<file path="src/rtl/fetch_stage.sv">
`default_nettype none

module fetch_stage
#(
   parameter int IRAM_AW = 8
)
(
   input  wire logic               clock,
   input  wire logic               rst,
   input  wire logic               i_run,
   input  wire logic               i_halt,
   output logic                    o_re,
   output logic      [IRAM_AW-1:0] o_addr
);

   logic [IRAM_AW-1:0] pc;
   logic               halted;

   // Fetch stops in the same cycle that halt is raised.
   assign o_re   = i_run & ~i_halt & ~halted;
   assign o_addr = pc;

   always_ff @(posedge clock)
   begin
      if (rst)
      begin
         pc     <= '0;
         halted <= 1'b0;
      end
      else
      begin
         if (i_halt)
            halted <= 1'b1;
         if (o_re)
            pc <= pc + 1'b1;
      end
   end

endmodule

`default_nettype wire

</file>
<file path="config.mk">
export PLATFORM = sky130hd
export DESIGN_NAME = fetch_stage
export DESIGN_NICKNAME = d
export VERILOG_FILES = /design/src/rtl/fetch_stage.sv
export SDC_FILE = /design/constraint.sdc
export NUM_CORES = 1
export LEC_CHECK = 0
export ABC_AREA = 0
export BUFFER_PORTS_ARGS = -buffer_cell sky130_fd_sc_hd__buf_2
export CAP_MARGIN = 15
export CELL_PAD_IN_SITES_DETAIL_PLACEMENT = 0
export CELL_PAD_IN_SITES_GLOBAL_PLACEMENT = 2
export CORE_UTILIZATION = 23
export CTS_CLUSTER_DIAMETER = 200
export DETAILED_ROUTE_END_ITERATION = 16
export HOLD_SLACK_MARGIN = 0.15
export PLACE_DENSITY = 0.68
export SETUP_SLACK_MARGIN = 0.05
export SYNTH_ARGS = -nofsm -noshare
export SYNTH_HDL_FRONTEND = slang
export SYNTH_SLANG_ARGS = --single-unit
</file>
<file path="constraint.sdc">
create_clock -name clock -period 1.6 [get_ports clock]
set_input_delay 0.08 -clock clock [delete_from_list [all_inputs] [get_ports clock]]
set_output_delay 0.08 -clock clock [all_outputs]
set_load 0.03 [all_outputs]
</file>
==> flow_metrics.py <==
metrics = {
    "sta": {
        "rsz0062_at_grt": "false",
        "min_period_ns": 1.47,
        "drv_slew": 0,
        "finalCritPeriodShare_pct": 91.9,
        "worst_pin_slew_ns": 0.232,
        "fmax_mhz": 680,
        "fin_ws_ns": 0.130,
        "setup_tns_ns": 0,
        "finalHoldViolations": 0,
        "fin_worst_skew_ns": 0.00289,
        "setup_viol": 0,
        "slew_headroom_pct": 84.5,
    },
    "synth": {
        "yosys.area.top_type": "dfxtp_1",
        "synth_xor_area_share_pct": 4.29,
        "synth_edf_count": 0,
        "synth_cells": 45,
        "syn_avg_cell_area_um2": 9.06,
        "netlist_top_cells_area": "dfxtp_1 (44%), a21oi_1 (6.1%), o31ai_1 (5.5%), or4_1 (5.5%), nor2_1 (4.6%)",
        "synth_fa_ha_area_share_pct": 3.07,
        "syn_nets": 50,
        "synth-simple-area-share_pct": 27.3,
        "synthArstFlopShare_pct": 0,
        "yosys_most_used_dff": "dfxtp_1",
        "ys_ff_latch": 9,
        "synth_top_family_by_area": "simple AND/OR/NAND/NOR gates",
        "ys_seq_area_share_pct": 44.2,
        "yosysMostFrequentCell": "dfxtp_1",
        "synth_mux_area_share_pct": 2.76,
        "yosysWarnings": 0,
        "synth.top_cell.area_share_pct": 44.2,
        "yosysUniqueCellTypes": 20,
        "synth-compound-area-share_pct": 12.9,
        "syn_area_um2": 408,
        "yosys-top-cells-count": "dfxtp_1 (9), a21oi_1 (5), nor2_1 (5)",
    },
    "worst_hold_path": {
        "worstHoldPathType": "in2reg",
    },
    "global_route": {
        "grtUsageMet2_pct": 15.6,
        "use_met3_pct": 6.12,
        "use_met1_pct": 15.4,
        "grt_pass1_wl_um": 1620,
        "grt_usage_pct": 12.2,
        "antenna_found_initial": 0,
        "grt-busiest-layer": "met2",
        "first_global_vias": 365,
        "grt_overflow": 0,
        "grt_max_degree": 11,
    },
    "cts": {
        "cts.sinks": 9,
        "tritoncts": "built",
        "cts_made_buffers": 3,
        "clk_pin_slew_worst_paths_ns": 0.07,
        "clk_latency_ns": 0.27,
        "clockRootBuffer": "clkbuf_4",
        "clock_path_buffers": 2,
        "post_cts_buffers": 0,
        "htreeDepth": 1,
    },
    "detailed_routing": {
        "num_vias": 397,
        "vias_per_cell": 4.90,
        "detail_route.iter0.violations": 3,
        "totalWireLength_um": 970,
        "ant_nets": 0,
        "dr.pass1.iters": 5,
        "drc": 0,
        "wire_per_inst_um": 12.0,
    },
    "place": {
        "post-place-ws_ns": 0.0648,
        "place_hpwl_um": 649,
        "gp_congestion": 0.723,
        "port_buffers": 12,
    },
    "power_and_ir_drop": {
        "power_density_nw_per_um2": 837,
        "p_leak_uw": 0.000238,
        "netSwitchingPower_uw": 119,
        "p_clk_share_pct": 40.1,
        "switching_share_pct": 25.5,
        "p_int_uw": 347,
        "vdd_drop_max_mv": 0.358,
        "pwr-share-comb_pct": 10.0,
        "power_frac_seq_pct": 49.9,
    },
    "critical_path": {
        "cp_top_family": "simple AND/OR/NAND/NOR gates",
        "critical_path_required_ns": 1.52,
        "cp_slowest_cell": "or3b_4",
        "crit_fanout": 8,
        "critPathLaunchType": "flip-flop",
        "endpoint_kind": "primary output",
        "critPathArrivalTime_ns": 1.39,
        "critPathMaxStageDelay_ns": 0.42,
        "r2r_setup_slack_ns": 0.16,
        "worstPathCellList": "or3b_4 > buf_4 > inv_1 > buf_2",
        "crit_buf_inv": 3,
        "crit_type": "reg2out",
    },
    "die": {
        "coreArea_um2": 1580,
        "start_util_pct": 25.9,
        "die_x_um": 44.1,
        "io_pins": 13,
        "die_y_um": 44.1,
        "num_rows": 14,
        "dieArea_um2": 1950,
    },
    "layout": {
        "fin_util_pct": 35.3,
        "drive_gt1_share_pct": 32.3,
        "nNetsFinal": 71,
        "area_growth_pct": 36.5,
        "nFillCells": 177,
        "diodes": 0,
    },
    "run_status": {
        "outcome": "finished, final reports clean",
    },
    "job": {
        "cap_violations": 0,
    },
}
==> area by class of cell <==
class                   count  area (µm²)  share of cell area, %
multi-input cells          32         208                   37.3
flip-flops and latches      9         180                   32.4
repair buffers             18         115                   20.7
clock buffers               4        26.3                   4.72
well taps                  16        20.0                   3.60
inverters                   2        7.51                   1.35
==> layer usage <==
metal	vias to the layer above	share of wire, %	wire length (µm)
li1	206	-	-
met3	5	5.5	53
met1	177	51	497
met2	9	40	386
met5	-	0	0
met4	0	3.2	31
==> stage by stage <==
step / std cells / hold slack (ns) / instance area, µm² / total power (µW)
3_3_place_gp: 73 / 0.333 / 488 / 275
3_5_place_dp: 73 / 0.335 / 488 / 275
5_1_grt: 81 / 0.321 / 557 / 486
4_1_cts: 81 / 0.278 / 557 / 474
6_report: 81 / 0.282 / 557 / 466
2_1_floorplan: 45 / 0.206 / 408 / 262
==> flip-flops by register name (all words and copies together), names as in the netlist <==
name / count
o_addr: 8
halted: 1
==> logic make-up after synthesis <==
| logic type | Yosys count |
|---|---|
| adder cells (fa/ha/maj) | 1 |
| multiplexers | 1 |
| buffers and inverters | 4 |
| flip-flops | 9 |
| AND/OR/NAND/NOR | 19 |
| AO/OA/AOI/OAI | 9 |
| XOR/XNOR | 2 |
==> worst reg2reg max path, stage by stage, from the launching register on <==
cell,delay (ns)
dfxtp_1,0.32
or3b_4,0.42
or4_1,0.51
a21oi_1,0.12
==> power groups by stage <==
stage | Combinational, µW | Sequential [µW] | Clock, µW
global placement | 37.4 | 237 | 0
global route | 50.5 | 233 | 202
floorplan | 19.9 | 242 | 0
detailed placement | 37.1 | 238 | 0
CTS | 46.8 | 233 | 194
finish | 46.5 | 233 | 187
==> path summary, 6_finish.rpt <==
kind                            startpoint   endpoint  cells after the start
worst max-delay path                halted       o_re                      4
worst min-delay path                i_halt  o_addr[5]                      4
worst max register to register      halted  o_addr[7]                      3
worst min register to register   o_addr[7]  o_addr[7]                      2
==> cells in the final DEF, fill, tap and decap left out, types with 3 or more instances in the layout <==
master and instances:
o31ai_1 3, a21oi_1 5, dfxtp_1 9, clkbuf_4 3
dlygate4sd3_1 4, nor2_1 5, nand3_1 3, or4_1 3
buf_2 12
==> what timing repair did <==
item,4_1_cts,5_1_grt
pin swaps,0,3
resized for setup,1,0
hold buffers,4,0
hold endpoints to repair,8,0
setup endpoints to repair,3,2
No activity file was read; power rests on OpenSTA's default activity.
