<file path="config.mk">
export PLATFORM = sky130hd
export DESIGN_NAME = commit_monitor
export DESIGN_NICKNAME = d
export VERILOG_FILES = /design/src/rtl/core_pkg.sv /design/src/rtl/trace_pkg.sv /design/src/rtl/commit_monitor.sv
export SDC_FILE = /design/constraint.sdc
export NUM_CORES = 1
export LEC_CHECK = 0
export BUFFER_PORTS_ARGS = -buffer_cell sky130_fd_sc_hd__buf_2
export CAP_MARGIN = 30
export CORE_AREA = 3 3 181 183
export CTS_CLUSTER_SIZE = 40
export DETAILED_ROUTE_END_ITERATION = 8
export DIE_AREA = 0 0 184 186
export SLEW_MARGIN = 20
export SYNTH_ARGS = -nofsm -noshare
export SYNTH_HDL_FRONTEND = slang
export SYNTH_SLANG_ARGS = --single-unit
</file>
<file path="constraint.sdc">
create_clock -name clock -period 2.01 [get_ports clock]
set_input_delay 0.201 -clock clock [delete_from_list [all_inputs] [get_ports clock]]
set_output_delay 0.201 -clock clock [all_outputs]
set_load 0.01 [all_outputs]
</file>
<file path="src/rtl/core_pkg.sv">
`default_nettype none

package core_pkg;

   // Integer register and data path width.
   localparam int XLEN = 64;

   // Major opcodes decoded by the core.
   typedef enum logic [6:0]
   {
      OP_LUI   = 7'h37,
      OP_IMM   = 7'h13,
      OP_REG   = 7'h33,
      OP_LOAD  = 7'h03,
      OP_STORE = 7'h23,
      OP_TRAP  = 7'h6b
   } opcode_e;

   // Operations of the execute stage ALU.
   typedef enum logic [2:0]
   {
      ALU_ADD,
      ALU_SUB,
      ALU_AND,
      ALU_OR,
      ALU_XOR,
      ALU_PASS_B
   } alu_op_e;

endpackage

`default_nettype wire

</file>
<file path="src/rtl/trace_pkg.sv">
`default_nettype none

package trace_pkg;

   // Opcode of the instruction that ends a run.
   localparam logic [6:0] TRAP_OPCODE = core_pkg::OP_TRAP;

   // One retired instruction as seen at write-back.
   typedef struct packed
   {
      logic                      valid;
      logic [core_pkg::XLEN-1:0] pc;
      logic [31:0]               insn;
      logic                      wen;
      logic [4:0]                rd;
      logic [core_pkg::XLEN-1:0] wdata;
      logic                      trap;
   } commit_t;

endpackage

`default_nettype wire

</file>
<file path="src/rtl/commit_monitor.sv">
`default_nettype none

module commit_monitor
(
   input  wire logic                      clock,
   input  wire logic                      rst,
   input  trace_pkg::commit_t             i_commit,
   output logic                           o_commit_valid,
   output logic      [core_pkg::XLEN-1:0] o_commit_pc,
   output logic      [31:0]               o_commit_insn,
   output logic                           o_commit_wen,
   output logic      [4:0]                o_commit_rd,
   output logic      [core_pkg::XLEN-1:0] o_commit_wdata,
   output logic                           o_trap_valid,
   output logic      [7:0]                o_trap_code,
   output logic      [core_pkg::XLEN-1:0] o_cycle_cnt,
   output logic      [core_pkg::XLEN-1:0] o_instr_cnt
);

   always_ff @(posedge clock)
   begin
      if (rst)
      begin
         o_commit_valid <= 1'b0;
         o_trap_valid   <= 1'b0;
         o_cycle_cnt    <= '0;
         o_instr_cnt    <= '0;
      end
      else
      begin
         o_commit_valid <= i_commit.valid;
         o_trap_valid   <= i_commit.valid & i_commit.trap;
         o_cycle_cnt    <= o_cycle_cnt + 1'b1;
         // Counts commits already reported, so the trap sees the ones before it.
         if (o_commit_valid)
            o_instr_cnt <= o_instr_cnt + 1'b1;
      end
   end

   always_ff @(posedge clock)
   begin
      o_commit_pc    <= i_commit.pc;
      o_commit_insn  <= i_commit.insn;
      o_commit_wen   <= i_commit.wen;
      o_commit_rd    <= i_commit.rd;
      o_commit_wdata <= i_commit.wdata;
      o_trap_code    <= i_commit.wdata[7:0];
   end

endmodule

`default_nettype wire

</file>
==> impl_metrics.tcl, run 1 <==
set metrics [dict create \
    outcome "finished, final reports clean" \
    antenna_found_initial 2 \
    cts_sinks 296 \
    nets 1885 \
    syn2layout_area_growth_pct 74.8 \
    arrival_ns 2.48 \
    powerDensity_mw_per_mm2 810 \
    drv_cap 0 \
    final_area_mm2 0.0167 \
    setup_violations 0 \
    critical_path_class "reg -> reg" \
    rsz0062_at_grt "yes" \
    place_congestion 0.871 \
    max_freq_mhz 505 \
    avgSynthCellArea_um2 10.5 \
    p_int_mw 10.6 \
    pwr-share-seq_pct 45.3 \
    combPwrFrac_pct 6.6 \
    pwr-share-clk_pct 48.1 \
    ir_worst_vdd_uv 740 \
    clk_pin_slew_ns 0.07 \
    ant_nets 0 \
    yosysMostFrequentCell "dfxtp_1" \
    drt_wl_total_mm 39.1 \
    p_leak_nw 7.55 \
    root_buffer "clkbuf_16" \
    hpwl_mm 28.8 \
    fin_worst_skew_ns 0.00971 \
    fin_crit_sh_pct 98.5 \
    yosys.area.top_type "dfxtp_1" \
    synthTopCellsByArea "dfxtp_1 62%, xor2_1 3.6%, nand4_1 3.5%, nor2_1 3.5%, a21oi_1 2.9%" \
    drc_errors 0 \
    switchingPower_mw 2.93 \
    critPathRequiredTime_ns 2.51 \
    grt_start_max_net_pins 38 \
    maxSlewHeadroom_pct 68.2 \
    placed_cells 1892 \
    hold_viol 0 \
    grt_usage_pct 21.0 \
    io_pins 474 \
    hold_path_class "in -> reg" \
    netlist_area_mm2 0.00955 \
    placed_area_mm2 0.0134 \
    initial_core_util_pct 30.4 \
    die_h_um 186 \
    cts_buffers 31 \
    ys_ff_latch 296 \
    synth_warnings 0 \
    synth_cell_type_count 40 \
    fp.coreArea_mm2 0.0314 \
    worst_slack_ns 0.0299 \
    synth_edf_count 0 \
    fin_cells 2138 \
    maxSlewViolCount 0 \
    h-tree-depth 1 \
    clk_latency_ns 0.57 \
    holdWs_ns 0.0691 \
    start_kind "register" \
    cts_tree "yes" \
    die_x_um 184 \
    drive_above_1_share_pct 44.6 \
    vias 10100 \
    min_period_ns 1.98 \
    grt_pass1_vias 9695 \
    synthFlopType "dfxtp_1" \
    dieArea_mm2 0.0342 \
    worst_slew_pin_slew_ns 0.477 \
    worstPathMaxFanout 10 \
    firstDrtPassIters 5 \
    synthTopCellsByCount "296 x dfxtp_1, 90 x nor2_1, 56 x a21oi_1" \
    finish.utilization_pct 53.1 \
    grt_pass1_wl_mm 56.7 \
    wl_per_cell_um 18.3 \
    dp_slack_ns -0.0708 \
    end_kind "register" \
    drt-vias-per-instance 4.71 \
    async_reset_ff_share_pct 0 \
    yosysSeqAreaShare_pct 62.1 \
    synth_top_area_share_pct 62.1 \
    port-buffer-count 473 \
    syn_inst 906 \
    drt_iter0_markers 481 \
    swShare_pct 21.7 \
    max-clock-path-buffers 3 \
    rows 65 \
    reg2reg_slack_ns 0.03 \
    overflow 0 \
    synth_nets 1078 \
]
-- flip-flops by register name, summed over array words and instances (netlist names) --
register	flops
o_commit_wdata	57
o_cycle_cnt	64
o_commit_rd	5
o_commit_pc	64
o_instr_cnt	64
o_commit_valid	1
o_trap_code	7
o_commit_wen	1
o_commit_insn	32
o_trap_valid	1
-- layout by cell type (no fill, tap or decap), types with 27 or more instances in the layout --
cell,instances
nand2_1,46
or3_1,41
nand4_1,54
buf_2,472
dfxtp_1,272
o21ai_0,42
nand3_1,29
dlygate4sd3_1,168
nor2_1,88
buf_4,156
clkbuf_16,31
a21oi_1,50
xnor2_1,27
xor2_1,39
-- kinds of logic (layout without fill, tap and decap cells) --
logic type,count (synthesis),count (layout),share of synthesized area [%]
buf+inv,51,879,2.37
xor+xnor,66,66,6.06
fa+ha+maj,2,2,0.262
compound gates,113,113,6.37
flops,296,296,62.1
simple gates,375,376,22.5
mux,3,3,0.341
other cells,0,1,0
-- final timing paths --
check                  startpoint               to  depth (start not counted)
hold reg to reg   o_cycle_cnt[63]  o_cycle_cnt[63]                          2
setup / recovery  o_cycle_cnt[30]  o_cycle_cnt[57]                          7
setup reg to reg  o_cycle_cnt[30]  o_cycle_cnt[57]                          7
hold / removal                rst  o_instr_cnt[20]                          2
-- power by group through the flow --
stage,Sequential [mW],Clock (mW),Combinational [mW]
CTS,6.11,6.64,0.874
global route,6.13,6.87,0.942
floorplan,6.34,0,0.0680
global placement,6.23,0,0.618
detailed placement,6.24,0,0.619
finish,6.12,6.50,0.891
-- through the flow --
stage	TNS (ns)	power, mW
after floorplan	0	6.41
after global placement	-0.599	6.85
after detailed placement	-0.230	6.86
after CTS	-0.0539	13.6
after global routing	-0.897	13.9
final	0	13.5
-- metal layers --
metal / part of all wire, % / vias up / GRT usage (%)
li1: - / 4814 / -
met1: 40 / 4793 / 25.8
met2: 49 / 374 / 36.1
met3: 6.4 / 81 / 5.06
met4: 4.0 / 0 / 7.59
met5: 0 / - / 0
-- worst max-delay path, stage by stage, from the launching register on --
cell     delay, ns
dfxtp_2       0.36
nand4_1       0.24
nor4_4        0.38
buf_4         0.17
nand4_1       0.12
buf_6         0.17
or3_1         0.34
a21oi_1       0.14
-- area by class of cell --
cell class | count | area [um^2]
well taps | 402 | 503
clock buffers | 39 | 856
inverters | 23 | 86.3
flip-flops and latches | 296 | 5960
fillers | 2732 | 14700
multi-input cells | 560 | 3680
clock inverters | 16 | 313
diodes | 1 | 2.50
repair buffers | 801 | 5280
-- timing repair --
item / CTS / global route
endpoints found under the hold margin: 168 / 0
gates cloned: 0 / 1
setup buffers: 1 / 20
endpoints found under the setup margin: 10 / 43
gates resized for setup: 1 / 69
pin swaps: 3 / 20
hold buffers: 168 / 0
Note: power is estimated with default switching activity, not from simulation.
==> inputs of run 2 (changes only) <==
--- a/config.mk
+++ b/config.mk
@@ -8,6 +8,7 @@
 export BUFFER_PORTS_ARGS = -buffer_cell sky130_fd_sc_hd__buf_2
 export CAP_MARGIN = 30
 export CORE_AREA = 3 3 181 183
+export CTS_BUF_LIST = sky130_fd_sc_hd__clkbuf_8 sky130_fd_sc_hd__clkbuf_16
 export CTS_CLUSTER_SIZE = 40
 export DETAILED_ROUTE_END_ITERATION = 8
 export DIE_AREA = 0 0 184 186
==> run 2 against run 1 <==
Compared with the run above:
- global-route usage did not move
- final area did not move
- routed wire length did not move
- sequential cell count did not move
- via count fell by 0.21%
- largest cell class unchanged
- first-iteration DRC count fell by 14%
==> impl_metrics.tcl, run 2 (synthesized netlist as in run 1, its figures left out) <==
set metrics [dict create \
    fin_crit_sh_pct 98.6 \
    die_h_um 186 \
    wirelength_met1_mm 15.8 \
    max-clock-path-buffers 3 \
    multi_input_area_mm2 0.00368 \
    wl_met2_mm 19.2 \
    fin_worst_skew_ns 0.0104 \
    critPathRequiredTime_ns 2.51 \
    end_kind "register" \
    rows 65 \
    holdWs_ns 0.0692 \
    wl_met3_mm 2.53 \
    rsz0062_at_grt "yes" \
    arrival_ns 2.49 \
    seqCellArea_mm2 0.00596 \
    clk_latency_ns 0.57 \
    worst_slack_ns 0.0279 \
    drt-vias-per-instance 4.70 \
    ir_worst_vdd_uv 719 \
    drt_iter0_markers 414 \
    worstPathMaxFanout 10 \
    dp_slack_ns -0.0708 \
    drt_wl_total_mm 39.1 \
    fill_cells 2732 \
    reg_top3 "o_commit_pc x64, o_cycle_cnt x64, o_instr_cnt x64" \
    hold_path_class "in -> reg" \
    drc_errors 0 \
    overflow 0 \
    drive_above_1_share_pct 44.6 \
    clk_pin_slew_ns 0.06 \
    max_freq_mhz 505 \
    h-tree-depth 1 \
    antenna_found_initial 2 \
    ant_nets 0 \
    mostFrequentLayoutCells "472 x buf_2, 272 x dfxtp_1, 168 x dlygate4sd3_1, 156 x buf_4, 88 x nor2_1" \
    hpwl_mm 28.8 \
    root_buffer "clkbuf_16" \
    p_leak_nw 7.56 \
    cts_sinks 296 \
    syn2layout_area_growth_pct 74.8 \
    dieArea_mm2 0.0342 \
    wl_per_cell_um 18.3 \
    initial_core_util_pct 30.4 \
    min_period_ns 1.98 \
    grt_pass1_wl_mm 56.7 \
    cts_tree "yes" \
    die_x_um 184 \
    firstDrtPassIters 5 \
    cts_buffers 31 \
    maxSlewViolCount 0 \
    outcome "finished, final reports clean" \
    final_area_mm2 0.0167 \
    maxSlewHeadroom_pct 68.2 \
    placed_area_mm2 0.0134 \
    setup_violations 0 \
    nets 1885 \
    io_pins 474 \
    port-buffer-count 473 \
    maxUsedRoutingLayer "met4" \
    hold_viol 0 \
    grt_start_max_net_pins 38 \
    start_kind "register" \
    vias 10000 \
    critical_path_class "reg -> reg" \
    drv_cap 0 \
    final_common_cell "buf_2" \
    grt_pass1_vias 9695 \
    powerDensity_mw_per_mm2 809 \
    worst_slew_pin_slew_ns 0.478 \
    place_congestion 0.871 \
    grt_usage_pct 21.0 \
    fp.coreArea_mm2 0.0314 \
]
## run 2: routing by layer
layer,global-route usage (%),vias up
li1,-,4813
met1,25.8,4777
met2,36.1,372
met3,5.06,79
met4,7.59,0
met5,0,-
## run 2: timing repair
item | 4_1_cts | 5_1_grt
setup buffers | 1 | 20
hold endpoints to repair | 168 | 0
endpoints found under the setup margin | 10 | 43
gates cloned | 0 | 1
pin swaps | 3 | 20
resized for setup | 1 | 69
hold buffers | 168 | 0
## run 2: where the power goes
part | internal [mW] | switching [mW]
Sequential | 6.05 | 0.0648
Clock | 4.03 | 2.45
Combinational | 0.480 | 0.410
## run 2: final cells by class
| cell class | count | area share [%] |
|---|---|---|
| repair buffers | 801 | 31.6 |
| diodes | 1 | 0.0150 |
| well taps | 402 | 3.01 |
| flip-flops and latches | 296 | 35.7 |
| clock inverters | 19 | 1.94 |
| multi-input cells | 560 | 22.1 |
| inverters | 23 | 0.517 |
| clock buffers | 36 | 5.06 |
## run 2: worst max-delay path: stages (launching register included)
cell	delay, ns
dfxtp_2	0.36
nand4_1	0.24
nor4_4	0.38
buf_4	0.17
nand4_1	0.12
buf_6	0.17
or3_1	0.34
a21oi_1	0.14
## run 2: worst paths after layout
path | cells after the start | slack, ns | to | start
max | 7 | 0.03 | o_cycle_cnt[57] | o_cycle_cnt[30]
max reg2reg | 7 | 0.03 | o_cycle_cnt[57] | o_cycle_cnt[30]
min reg2reg | 2 | 0.50 | o_cycle_cnt[63] | o_cycle_cnt[63]
min | 2 | 0.07 | o_instr_cnt[20] | rst
## run 2: metrics by stage
stage               power (mW)  cells  TNS, ns  utilization [%]
finish                    13.5   2138        0             53.1
detailed placement        6.86   1892   -0.230             42.6
global placement          6.85   1892   -0.599             42.6
floorplan                 6.41    906        0                -
CTS                       13.6   2116  -0.0539             51.7
global route              13.9   2138   -0.897             53.1
