`config.mk`:
```
export PLATFORM = sky130hd
export DESIGN_NAME = execute_stage_flat
export DESIGN_NICKNAME = d
export VERILOG_FILES = /design/src/rtl/core_pkg.sv /design/src/rtl/trace_pkg.sv /design/src/rtl/exec_wb_if.sv /design/src/rtl/execute_stage.sv /design/src/flat_wrapper.sv
export SDC_FILE = /design/constraint.sdc
export NUM_CORES = 1
export LEC_CHECK = 0
export BUFFER_PORTS_ARGS = -buffer_cell sky130_fd_sc_hd__buf_2
export CAP_MARGIN = 20
export CORE_AREA = 2 2 209 211
export CTS_BUF_LIST = sky130_fd_sc_hd__clkbuf_16
export CTS_CLUSTER_DIAMETER = 120
export DETAILED_ROUTE_END_ITERATION = 10
export DIE_AREA = 0 0 211 213
export PLACE_DENSITY_LB_ADDON = 0.15
export SYNTH_ARGS = -nofsm -noshare
export SYNTH_HDL_FRONTEND = slang
export SYNTH_SLANG_ARGS = --single-unit
```
`constraint.sdc`:
```
create_clock -name clock -period 9 [get_ports clock]
set_input_delay 0.9 -clock clock [delete_from_list [all_inputs] [get_ports clock]]
set_output_delay 0.9 -clock clock [all_outputs]
set_load 0.02 [all_outputs]
```
`src/rtl/core_pkg.sv`:
```
`default_nettype none

package core_pkg;

   // Integer register and data path width.
   localparam int XLEN = 64;

   // Major opcodes decoded by the core.
   typedef enum logic [6:0]
   {
      OP_LUI   = 7'h37,
      OP_IMM   = 7'h13,
      OP_REG   = 7'h33,
      OP_LOAD  = 7'h03,
      OP_STORE = 7'h23,
      OP_TRAP  = 7'h6b
   } opcode_e;

   // Operations of the execute stage ALU.
   typedef enum logic [2:0]
   {
      ALU_ADD,
      ALU_SUB,
      ALU_AND,
      ALU_OR,
      ALU_XOR,
      ALU_PASS_B
   } alu_op_e;

endpackage

`default_nettype wire

```
`src/rtl/trace_pkg.sv`:
```
`default_nettype none

package trace_pkg;

   // Opcode of the instruction that ends a run.
   localparam logic [6:0] TRAP_OPCODE = core_pkg::OP_TRAP;

   // One retired instruction as seen at write-back.
   typedef struct packed
   {
      logic                      valid;
      logic [core_pkg::XLEN-1:0] pc;
      logic [31:0]               insn;
      logic                      wen;
      logic [4:0]                rd;
      logic [core_pkg::XLEN-1:0] wdata;
      logic                      trap;
   } commit_t;

endpackage

`default_nettype wire

```
`src/rtl/exec_wb_if.sv`:
```
`default_nettype none

interface exec_wb_if;
   import core_pkg::*;

   logic            valid;
   logic [XLEN-1:0] pc;
   logic [31:0]     insn;
   logic [4:0]      rd;
   logic            rf_we;
   logic [XLEN-1:0] result;
   logic            mem_re;
   logic            mem_we;
   logic [XLEN-1:0] store_data;
   logic            is_trap;

   modport execute (output valid, pc, insn, rd, rf_we, result,
                    output mem_re, mem_we, store_data, is_trap);

   modport wb (input valid, pc, insn, rd, rf_we, result,
               input mem_re, mem_we, store_data, is_trap);

endinterface

`default_nettype wire

```
`src/rtl/execute_stage.sv`:
```
`default_nettype none

module execute_stage
(
   input  wire logic                      clock,
   input  wire logic                      rst,
   input  wire logic                      i_valid,
   input  wire logic [core_pkg::XLEN-1:0] i_pc,
   input  wire logic [31:0]               i_insn,
   output logic      [4:0]                o_rs1,
   output logic      [4:0]                o_rs2,
   input  wire logic [core_pkg::XLEN-1:0] i_rs1_data,
   input  wire logic [core_pkg::XLEN-1:0] i_rs2_data,
   input  wire logic                      i_fwd_we,
   input  wire logic [4:0]                i_fwd_rd,
   input  wire logic [core_pkg::XLEN-1:0] i_fwd_data,
   output logic                           o_halt,
   exec_wb_if.execute                     ex
);
   import core_pkg::*;
   import trace_pkg::*;

   opcode_e         opcode;
   alu_op_e         alu_op;
   alu_op_e         alu_f3;
   logic [2:0]      funct3;
   logic            f3_ok;
   logic            is_trap;
   logic            rf_we;
   logic            mem_re;
   logic            mem_we;
   logic            accept;
   logic [XLEN-1:0] imm_i;
   logic [XLEN-1:0] imm_s;
   logic [XLEN-1:0] imm_u;
   logic [XLEN-1:0] op_a;
   logic [XLEN-1:0] rs2_val;
   logic [XLEN-1:0] op_b;
   logic [XLEN-1:0] alu_out;
   logic [XLEN-1:0] result;

   assign opcode  = opcode_e'(i_insn[6:0]);
   assign funct3  = i_insn[14:12];
   assign is_trap = (i_insn[6:0] == TRAP_OPCODE);

   // The trap reads its code from x10 through the rs1 port.
   assign o_rs1 = is_trap ? 5'd10 : i_insn[19:15];
   assign o_rs2 = i_insn[24:20];

   assign imm_i = {{(XLEN-12){i_insn[31]}}, i_insn[31:20]};
   assign imm_s = {{(XLEN-12){i_insn[31]}}, i_insn[31:25], i_insn[11:7]};
   assign imm_u = {{(XLEN-32){i_insn[31]}}, i_insn[31:12], 12'b0};

   // Bypass from the instruction being written back this cycle.
   assign op_a = (i_fwd_we && i_fwd_rd != 5'd0 && i_fwd_rd == o_rs1) ? i_fwd_data
                                                                      : i_rs1_data;
   assign rs2_val = (i_fwd_we && i_fwd_rd != 5'd0 && i_fwd_rd == o_rs2) ? i_fwd_data
                                                                         : i_rs2_data;

   always_comb
   begin
      f3_ok  = 1'b1;
      alu_f3 = ALU_ADD;
      case (funct3)
         3'b000: alu_f3 = (opcode == OP_REG && i_insn[30]) ? ALU_SUB : ALU_ADD;
         3'b100: alu_f3 = ALU_XOR;
         3'b110: alu_f3 = ALU_OR;
         3'b111: alu_f3 = ALU_AND;
         default: f3_ok = 1'b0;
      endcase
   end

   always_comb
   begin
      alu_op = ALU_ADD;
      op_b   = imm_i;
      rf_we  = 1'b0;
      mem_re = 1'b0;
      mem_we = 1'b0;
      case (opcode)
         OP_LUI:
         begin
            alu_op = ALU_PASS_B;
            op_b   = imm_u;
            rf_we  = 1'b1;
         end
         OP_IMM:
         begin
            alu_op = alu_f3;
            rf_we  = f3_ok;
         end
         OP_REG:
         begin
            alu_op = alu_f3;
            op_b   = rs2_val;
            rf_we  = f3_ok;
         end
         OP_LOAD:
         begin
            rf_we  = (funct3 == 3'b011);
            mem_re = (funct3 == 3'b011);
         end
         OP_STORE:
         begin
            op_b   = imm_s;
            mem_we = (funct3 == 3'b011);
         end
         default: ;
      endcase
   end

   always_comb
   begin
      case (alu_op)
         ALU_ADD:    alu_out = op_a + op_b;
         ALU_SUB:    alu_out = op_a - op_b;
         ALU_AND:    alu_out = op_a & op_b;
         ALU_OR:     alu_out = op_a | op_b;
         ALU_XOR:    alu_out = op_a ^ op_b;
         default:    alu_out = op_b;
      endcase
   end

   assign result = is_trap ? op_a : alu_out;

   // The instruction fetched behind a trap is dropped here.
   assign accept = i_valid & ~o_halt;

   always_ff @(posedge clock)
   begin
      if (rst)
      begin
         ex.valid <= 1'b0;
         o_halt   <= 1'b0;
      end
      else
      begin
         ex.valid <= accept;
         if (accept && is_trap)
            o_halt <= 1'b1;
      end
   end

   always_ff @(posedge clock)
   begin
      ex.pc         <= i_pc;
      ex.insn       <= i_insn;
      ex.rd         <= i_insn[11:7];
      ex.rf_we      <= rf_we;
      ex.result     <= result;
      ex.mem_re     <= mem_re;
      ex.mem_we     <= mem_we;
      ex.store_data <= rs2_val;
      ex.is_trap    <= is_trap;
   end

endmodule

`default_nettype wire

```
`src/flat_wrapper.sv`:
```
// flat-port wrapper written by rule: the top's interface ports become plain ports
module execute_stage_flat import core_pkg::*; import trace_pkg::*;
  (clock, rst, i_valid, i_pc, i_insn, o_rs1, o_rs2, i_rs1_data, i_rs2_data, i_fwd_we, i_fwd_rd, i_fwd_data, o_halt, ex_valid, ex_pc, ex_insn, ex_rd, ex_rf_we, ex_result, ex_mem_re, ex_mem_we, ex_store_data, ex_is_trap);
  exec_wb_if ex_i ();
  input  wire logic clock;
  input  wire logic rst;
  input  wire logic i_valid;
  input  wire logic [core_pkg::XLEN-1:0] i_pc;
  input  wire logic [31:0] i_insn;
  output logic      [4:0] o_rs1;
  output logic      [4:0] o_rs2;
  input  wire logic [core_pkg::XLEN-1:0] i_rs1_data;
  input  wire logic [core_pkg::XLEN-1:0] i_rs2_data;
  input  wire logic i_fwd_we;
  input  wire logic [4:0] i_fwd_rd;
  input  wire logic [core_pkg::XLEN-1:0] i_fwd_data;
  output logic o_halt;
  output wire logic [$bits(ex_i.valid)-1:0] ex_valid;
  output wire logic [$bits(ex_i.pc)-1:0] ex_pc;
  output wire logic [$bits(ex_i.insn)-1:0] ex_insn;
  output wire logic [$bits(ex_i.rd)-1:0] ex_rd;
  output wire logic [$bits(ex_i.rf_we)-1:0] ex_rf_we;
  output wire logic [$bits(ex_i.result)-1:0] ex_result;
  output wire logic [$bits(ex_i.mem_re)-1:0] ex_mem_re;
  output wire logic [$bits(ex_i.mem_we)-1:0] ex_mem_we;
  output wire logic [$bits(ex_i.store_data)-1:0] ex_store_data;
  output wire logic [$bits(ex_i.is_trap)-1:0] ex_is_trap;
  assign ex_valid = ex_i.valid;
  assign ex_pc = ex_i.pc;
  assign ex_insn = ex_i.insn;
  assign ex_rd = ex_i.rd;
  assign ex_rf_we = ex_i.rf_we;
  assign ex_result = ex_i.result;
  assign ex_mem_re = ex_i.mem_re;
  assign ex_mem_we = ex_i.mem_we;
  assign ex_store_data = ex_i.store_data;
  assign ex_is_trap = ex_i.is_trap;
  execute_stage u_core (.clock(clock), .rst(rst), .i_valid(i_valid), .i_pc(i_pc), .i_insn(i_insn), .o_rs1(o_rs1), .o_rs2(o_rs2), .i_rs1_data(i_rs1_data), .i_rs2_data(i_rs2_data), .i_fwd_we(i_fwd_we), .i_fwd_rd(i_fwd_rd), .i_fwd_data(i_fwd_data), .o_halt(o_halt), .ex(ex_i));
endmodule
```
==> results.ini <==
[status]
status = completed

[setup_path]
worstSetupStartpointType = input pin
cp_max_fo = 25
cp.depth = 26
reg2reg_from = u_core.o_halt$_SDFFE_PP0P_
r2r_cells = 2
r2r_slack_ns = 8.40
required_ns = 9.48
crit_slowest_cell = or4_4
critPathMaxStageDelay_ns = 0.56
cp.arrival_ns = 7.97
endpoint_kind = register
crit_path_start = i_fwd_rd[4]
crit_path_frequent_cell = o21ai_0
cpLargestDelayFamily = compound AO/OA/AOI/OAI gates
critical_path_class = input pin to register
crit_end = u_core.ex.result[47]$_DFF_P_
timing.rr.end = u_core.o_halt$_SDFFE_PP0P_
worst-path-buf-inv = 2

[synthesis]
post_synth.cell_area_avg_um2 = 7.97
synth_warnings = 0
synth_top_family_by_area = compound AO/OA/AOI/OAI gates
synth.distinct_cells = 83
synth_compound_area_frac = 0.244
synth_seq_area_share = 0.267
synth_xor_area_frac = 0.0650
syn-cell-area_um2 = 17200
synth-simple-area-share = 0.137
muxShareOfSynthArea = 0.0706
synth_edf_count = 0
ys_ff_latch = 230
synth_async_sr_flop_share = 0
yosys.area_share.adder = 0.142
syn_inst = 2162
synth_ff_type = dfxtp_1
synthesis.nets = 2653

[timing]
finalHoldViolCount = 0
fin_crit_ns = 7.49
worst_clock_skew_ns = 0.0000636
rsz0062_at_grt = false
fin_setup_tns_ns = 0
max_freq_mhz = 134
relSlewSlack = 0.286
worst_slew_pin_slew_ns = 1.07
final-max-slew-violation-count = 0
timing.final.ws_setup_ns = 1.51
post-route-period-util = 0.832
setup_violations = 0

[placement]
gp_congestion = 0.955
dpl.hpwl_um = 60600
dp.cells = 3166
pre_cts_ws_ns = 1.19
io_buffers = 541

[clock_network]
clock-sinks = 230
cts_setup_buffers = 0
path_clk_slew_ns = 0.06
postCtsHoldBufs = 0
cts_buffers = 27
clock_path_buffers = 3
clock_latency_ns = 0.56
cts-root-buf = clkbuf_16
ctsResizeCount = 0
cts_tree = yes
h-tree-depth = 1

[floorplanning]
rows = 76
core_um2 = 42700
die_x_um = 211
die_area_um2 = 44900
dieHeight_um = 213
ios = 542
initial_core_util = 0.404

[power]
p_sw_frac = 0.362
switchingPower_uw = 1240
power_per_cell_area_nw_per_um2 = 160
pwr-share-comb = 0.332
peakVddDrop_v = 0.000135
fin_total_pwr_uw = 3430
p_leak_uw = 0.0105
p_int_uw = 2190
pwr-share-seq = 0.343
pwr-share-clk = 0.324

[cells_and_area]
syn2layout_area_growth_pct = 24.0
multi_input_area_um2 = 11400
stdcell_count = 3221
fillers = 4276
drive_above_1_share = 0.258
utilization = 0.501
seq_area_um2 = 4600
nets = 3140

[route]
initialDrtViolationCount = 1507
drtAntennaViolNets = 0
drc = 0
vias = 18700
drtPass1Iterations = 7
viasPerCell = 5.79
routedWlPerCell_um = 24.0
routed_wl_um = 77300

[flow_run]
drv_cap = 0

[min_path]
min_from = i_pc[18]
hold_class = input pin to register
whs_path_depth = 1

[global_routing]
grt_pass1_wl_um = 112000
grt_overflow = 0
grt_max_degree = 77
grt_usage = 0.329
grt_pass1_vias = 18300
antenna_found_initial = 9

-- through the flow --
stage          hold slack [ns]  instance area [µm²]
2_1_floorplan            0.560                17200
3_3_place_gp             0.433                20500
3_5_place_dp             0.434                20500
4_1_cts                  0.411                21400
5_1_grt                  0.409                21400
6_report                 0.433                21400
-- cell type report --
| class | count | share of cell area |
|---|---|---|
| Clock buffer | 27 | 0.0316 |
| Multi-Input combinational cell | 1609 | 0.533 |
| Inverter | 192 | 0.0337 |
| Clock inverter | 23 | 0.0100 |
| Antenna cell | 5 | 0.000585 |
| Sequential cell | 230 | 0.215 |
| Timing Repair Buffer | 589 | 0.144 |
| Tap cell | 546 | 0.0320 |
-- power by group through the flow --
stage	logic, µW	clock network [µW]	registers [µW]
after detailed placement	1120	0	1200
after global placement	1120	0	1200
final	1140	1110	1180
after CTS	1130	1140	1180
after floorplan	538	0	1350
after global routing	1230	1170	1190
-- worst min path at each step --
stage                                       to  slack (ns)
floorplan           u_core.ex.valid$_SDFF_PP0_        0.56
global placement    u_core.ex.valid$_SDFF_PP0_        0.43
detailed placement  u_core.ex.valid$_SDFF_PP0_        0.43
CTS                   u_core.ex.pc[61]$_DFF_P_        0.41
global route          u_core.ex.pc[61]$_DFF_P_        0.41
finish                u_core.ex.pc[18]$_DFF_P_        0.43
-- worst register-to-register path, delay by kind of cell, from the launching register on --
kind / cells / cell delay [ns]
flops: 1 / 0.32
compound gates: 1 / 0.13
simple gates: 1 / 0.05
-- routing by layer --
metal	vias up	GRT usage	wire, µm	share of wire
met4	0	0.157	3780	0.049
li1	8674	-	-	-
met5	-	0	0	0
met3	181	0.0466	5420	0.070
met1	8948	0.390	30400	0.39
met2	857	0.584	37700	0.49
-- cells in the final DEF (no fill, tap or decap), types with 15 or more instances in the layout --
master,n
nor2_1,132
dfxtp_1,230
nand3_1,36
a21o_1,27
a221oi_1,24
buf_2,541
nor3_1,24
o211ai_1,24
a211oi_1,15
xnor2_1,98
nand2_1,182
nand4_1,23
mux2i_1,95
ha_1,193
o21ai_0,156
mux2_2,21
clkbuf_16,27
a31oi_1,29
o22ai_1,24
inv_1,195
a21oi_1,219
xor2_1,30
a41oi_1,16
buf_4,48
-- registers in the layout, summed over array words and instances, names as in the netlist --
name / flops
u_core.ex.rf_we: 1
u_core.ex.mem_we: 1
u_core.ex.is_trap: 1
u_core.ex.result: 64
u_core.o_halt: 1
u_core.ex.pc: 64
u_core.ex.valid: 1
u_core.ex.insn: 32
u_core.ex.mem_re: 1
u_core.ex.store_data: 64
-- cell usage after synthesis (all sizes together) (10+ instances only) --
cell type	count	area share
nor3	26	0.0078
a31oi	30	0.011
and3	14	0.0051
a211oi	15	0.0065
ha	193	0.14
nand4	23	0.0083
nand3	39	0.012
xnor2	98	0.050
nor2b	12	0.0044
o21a	14	0.0061
a222oi	12	0.0070
o21bai	12	0.0052
clkbuf	102	0.022
dfxtp	230	0.27
o21ai	163	0.048
buf	29	0.011
mux2i	95	0.055
a41oi	16	0.0081
nand2	182	0.040
a21o	27	0.012
o211ai	25	0.012
mux2	23	0.015
a21oi	219	0.064
and2	14	0.0051
o221ai	11	0.0056
o22ai	24	0.0087
o31ai	12	0.0052
xor2	30	0.015
or4	10	0.0046
a221oi	25	0.013
nor2	136	0.030
inv	190	0.041
-- kinds of logic (layout without fill, tap and decap cells) --
| logic type | count (synthesis) | after routing |
|---|---|---|
| muxes | 118 | 118 |
| other | 0 | 5 |
| and+or+nand+nor | 503 | 503 |
| buffers and inverters | 323 | 831 |
| DFF | 230 | 230 |
| xor gates and xnor gates | 128 | 128 |
| adders and majority gates | 195 | 195 |
| AOI/OAI and AO/OA | 665 | 665 |
No activity file was read; power rests on OpenSTA's default activity.
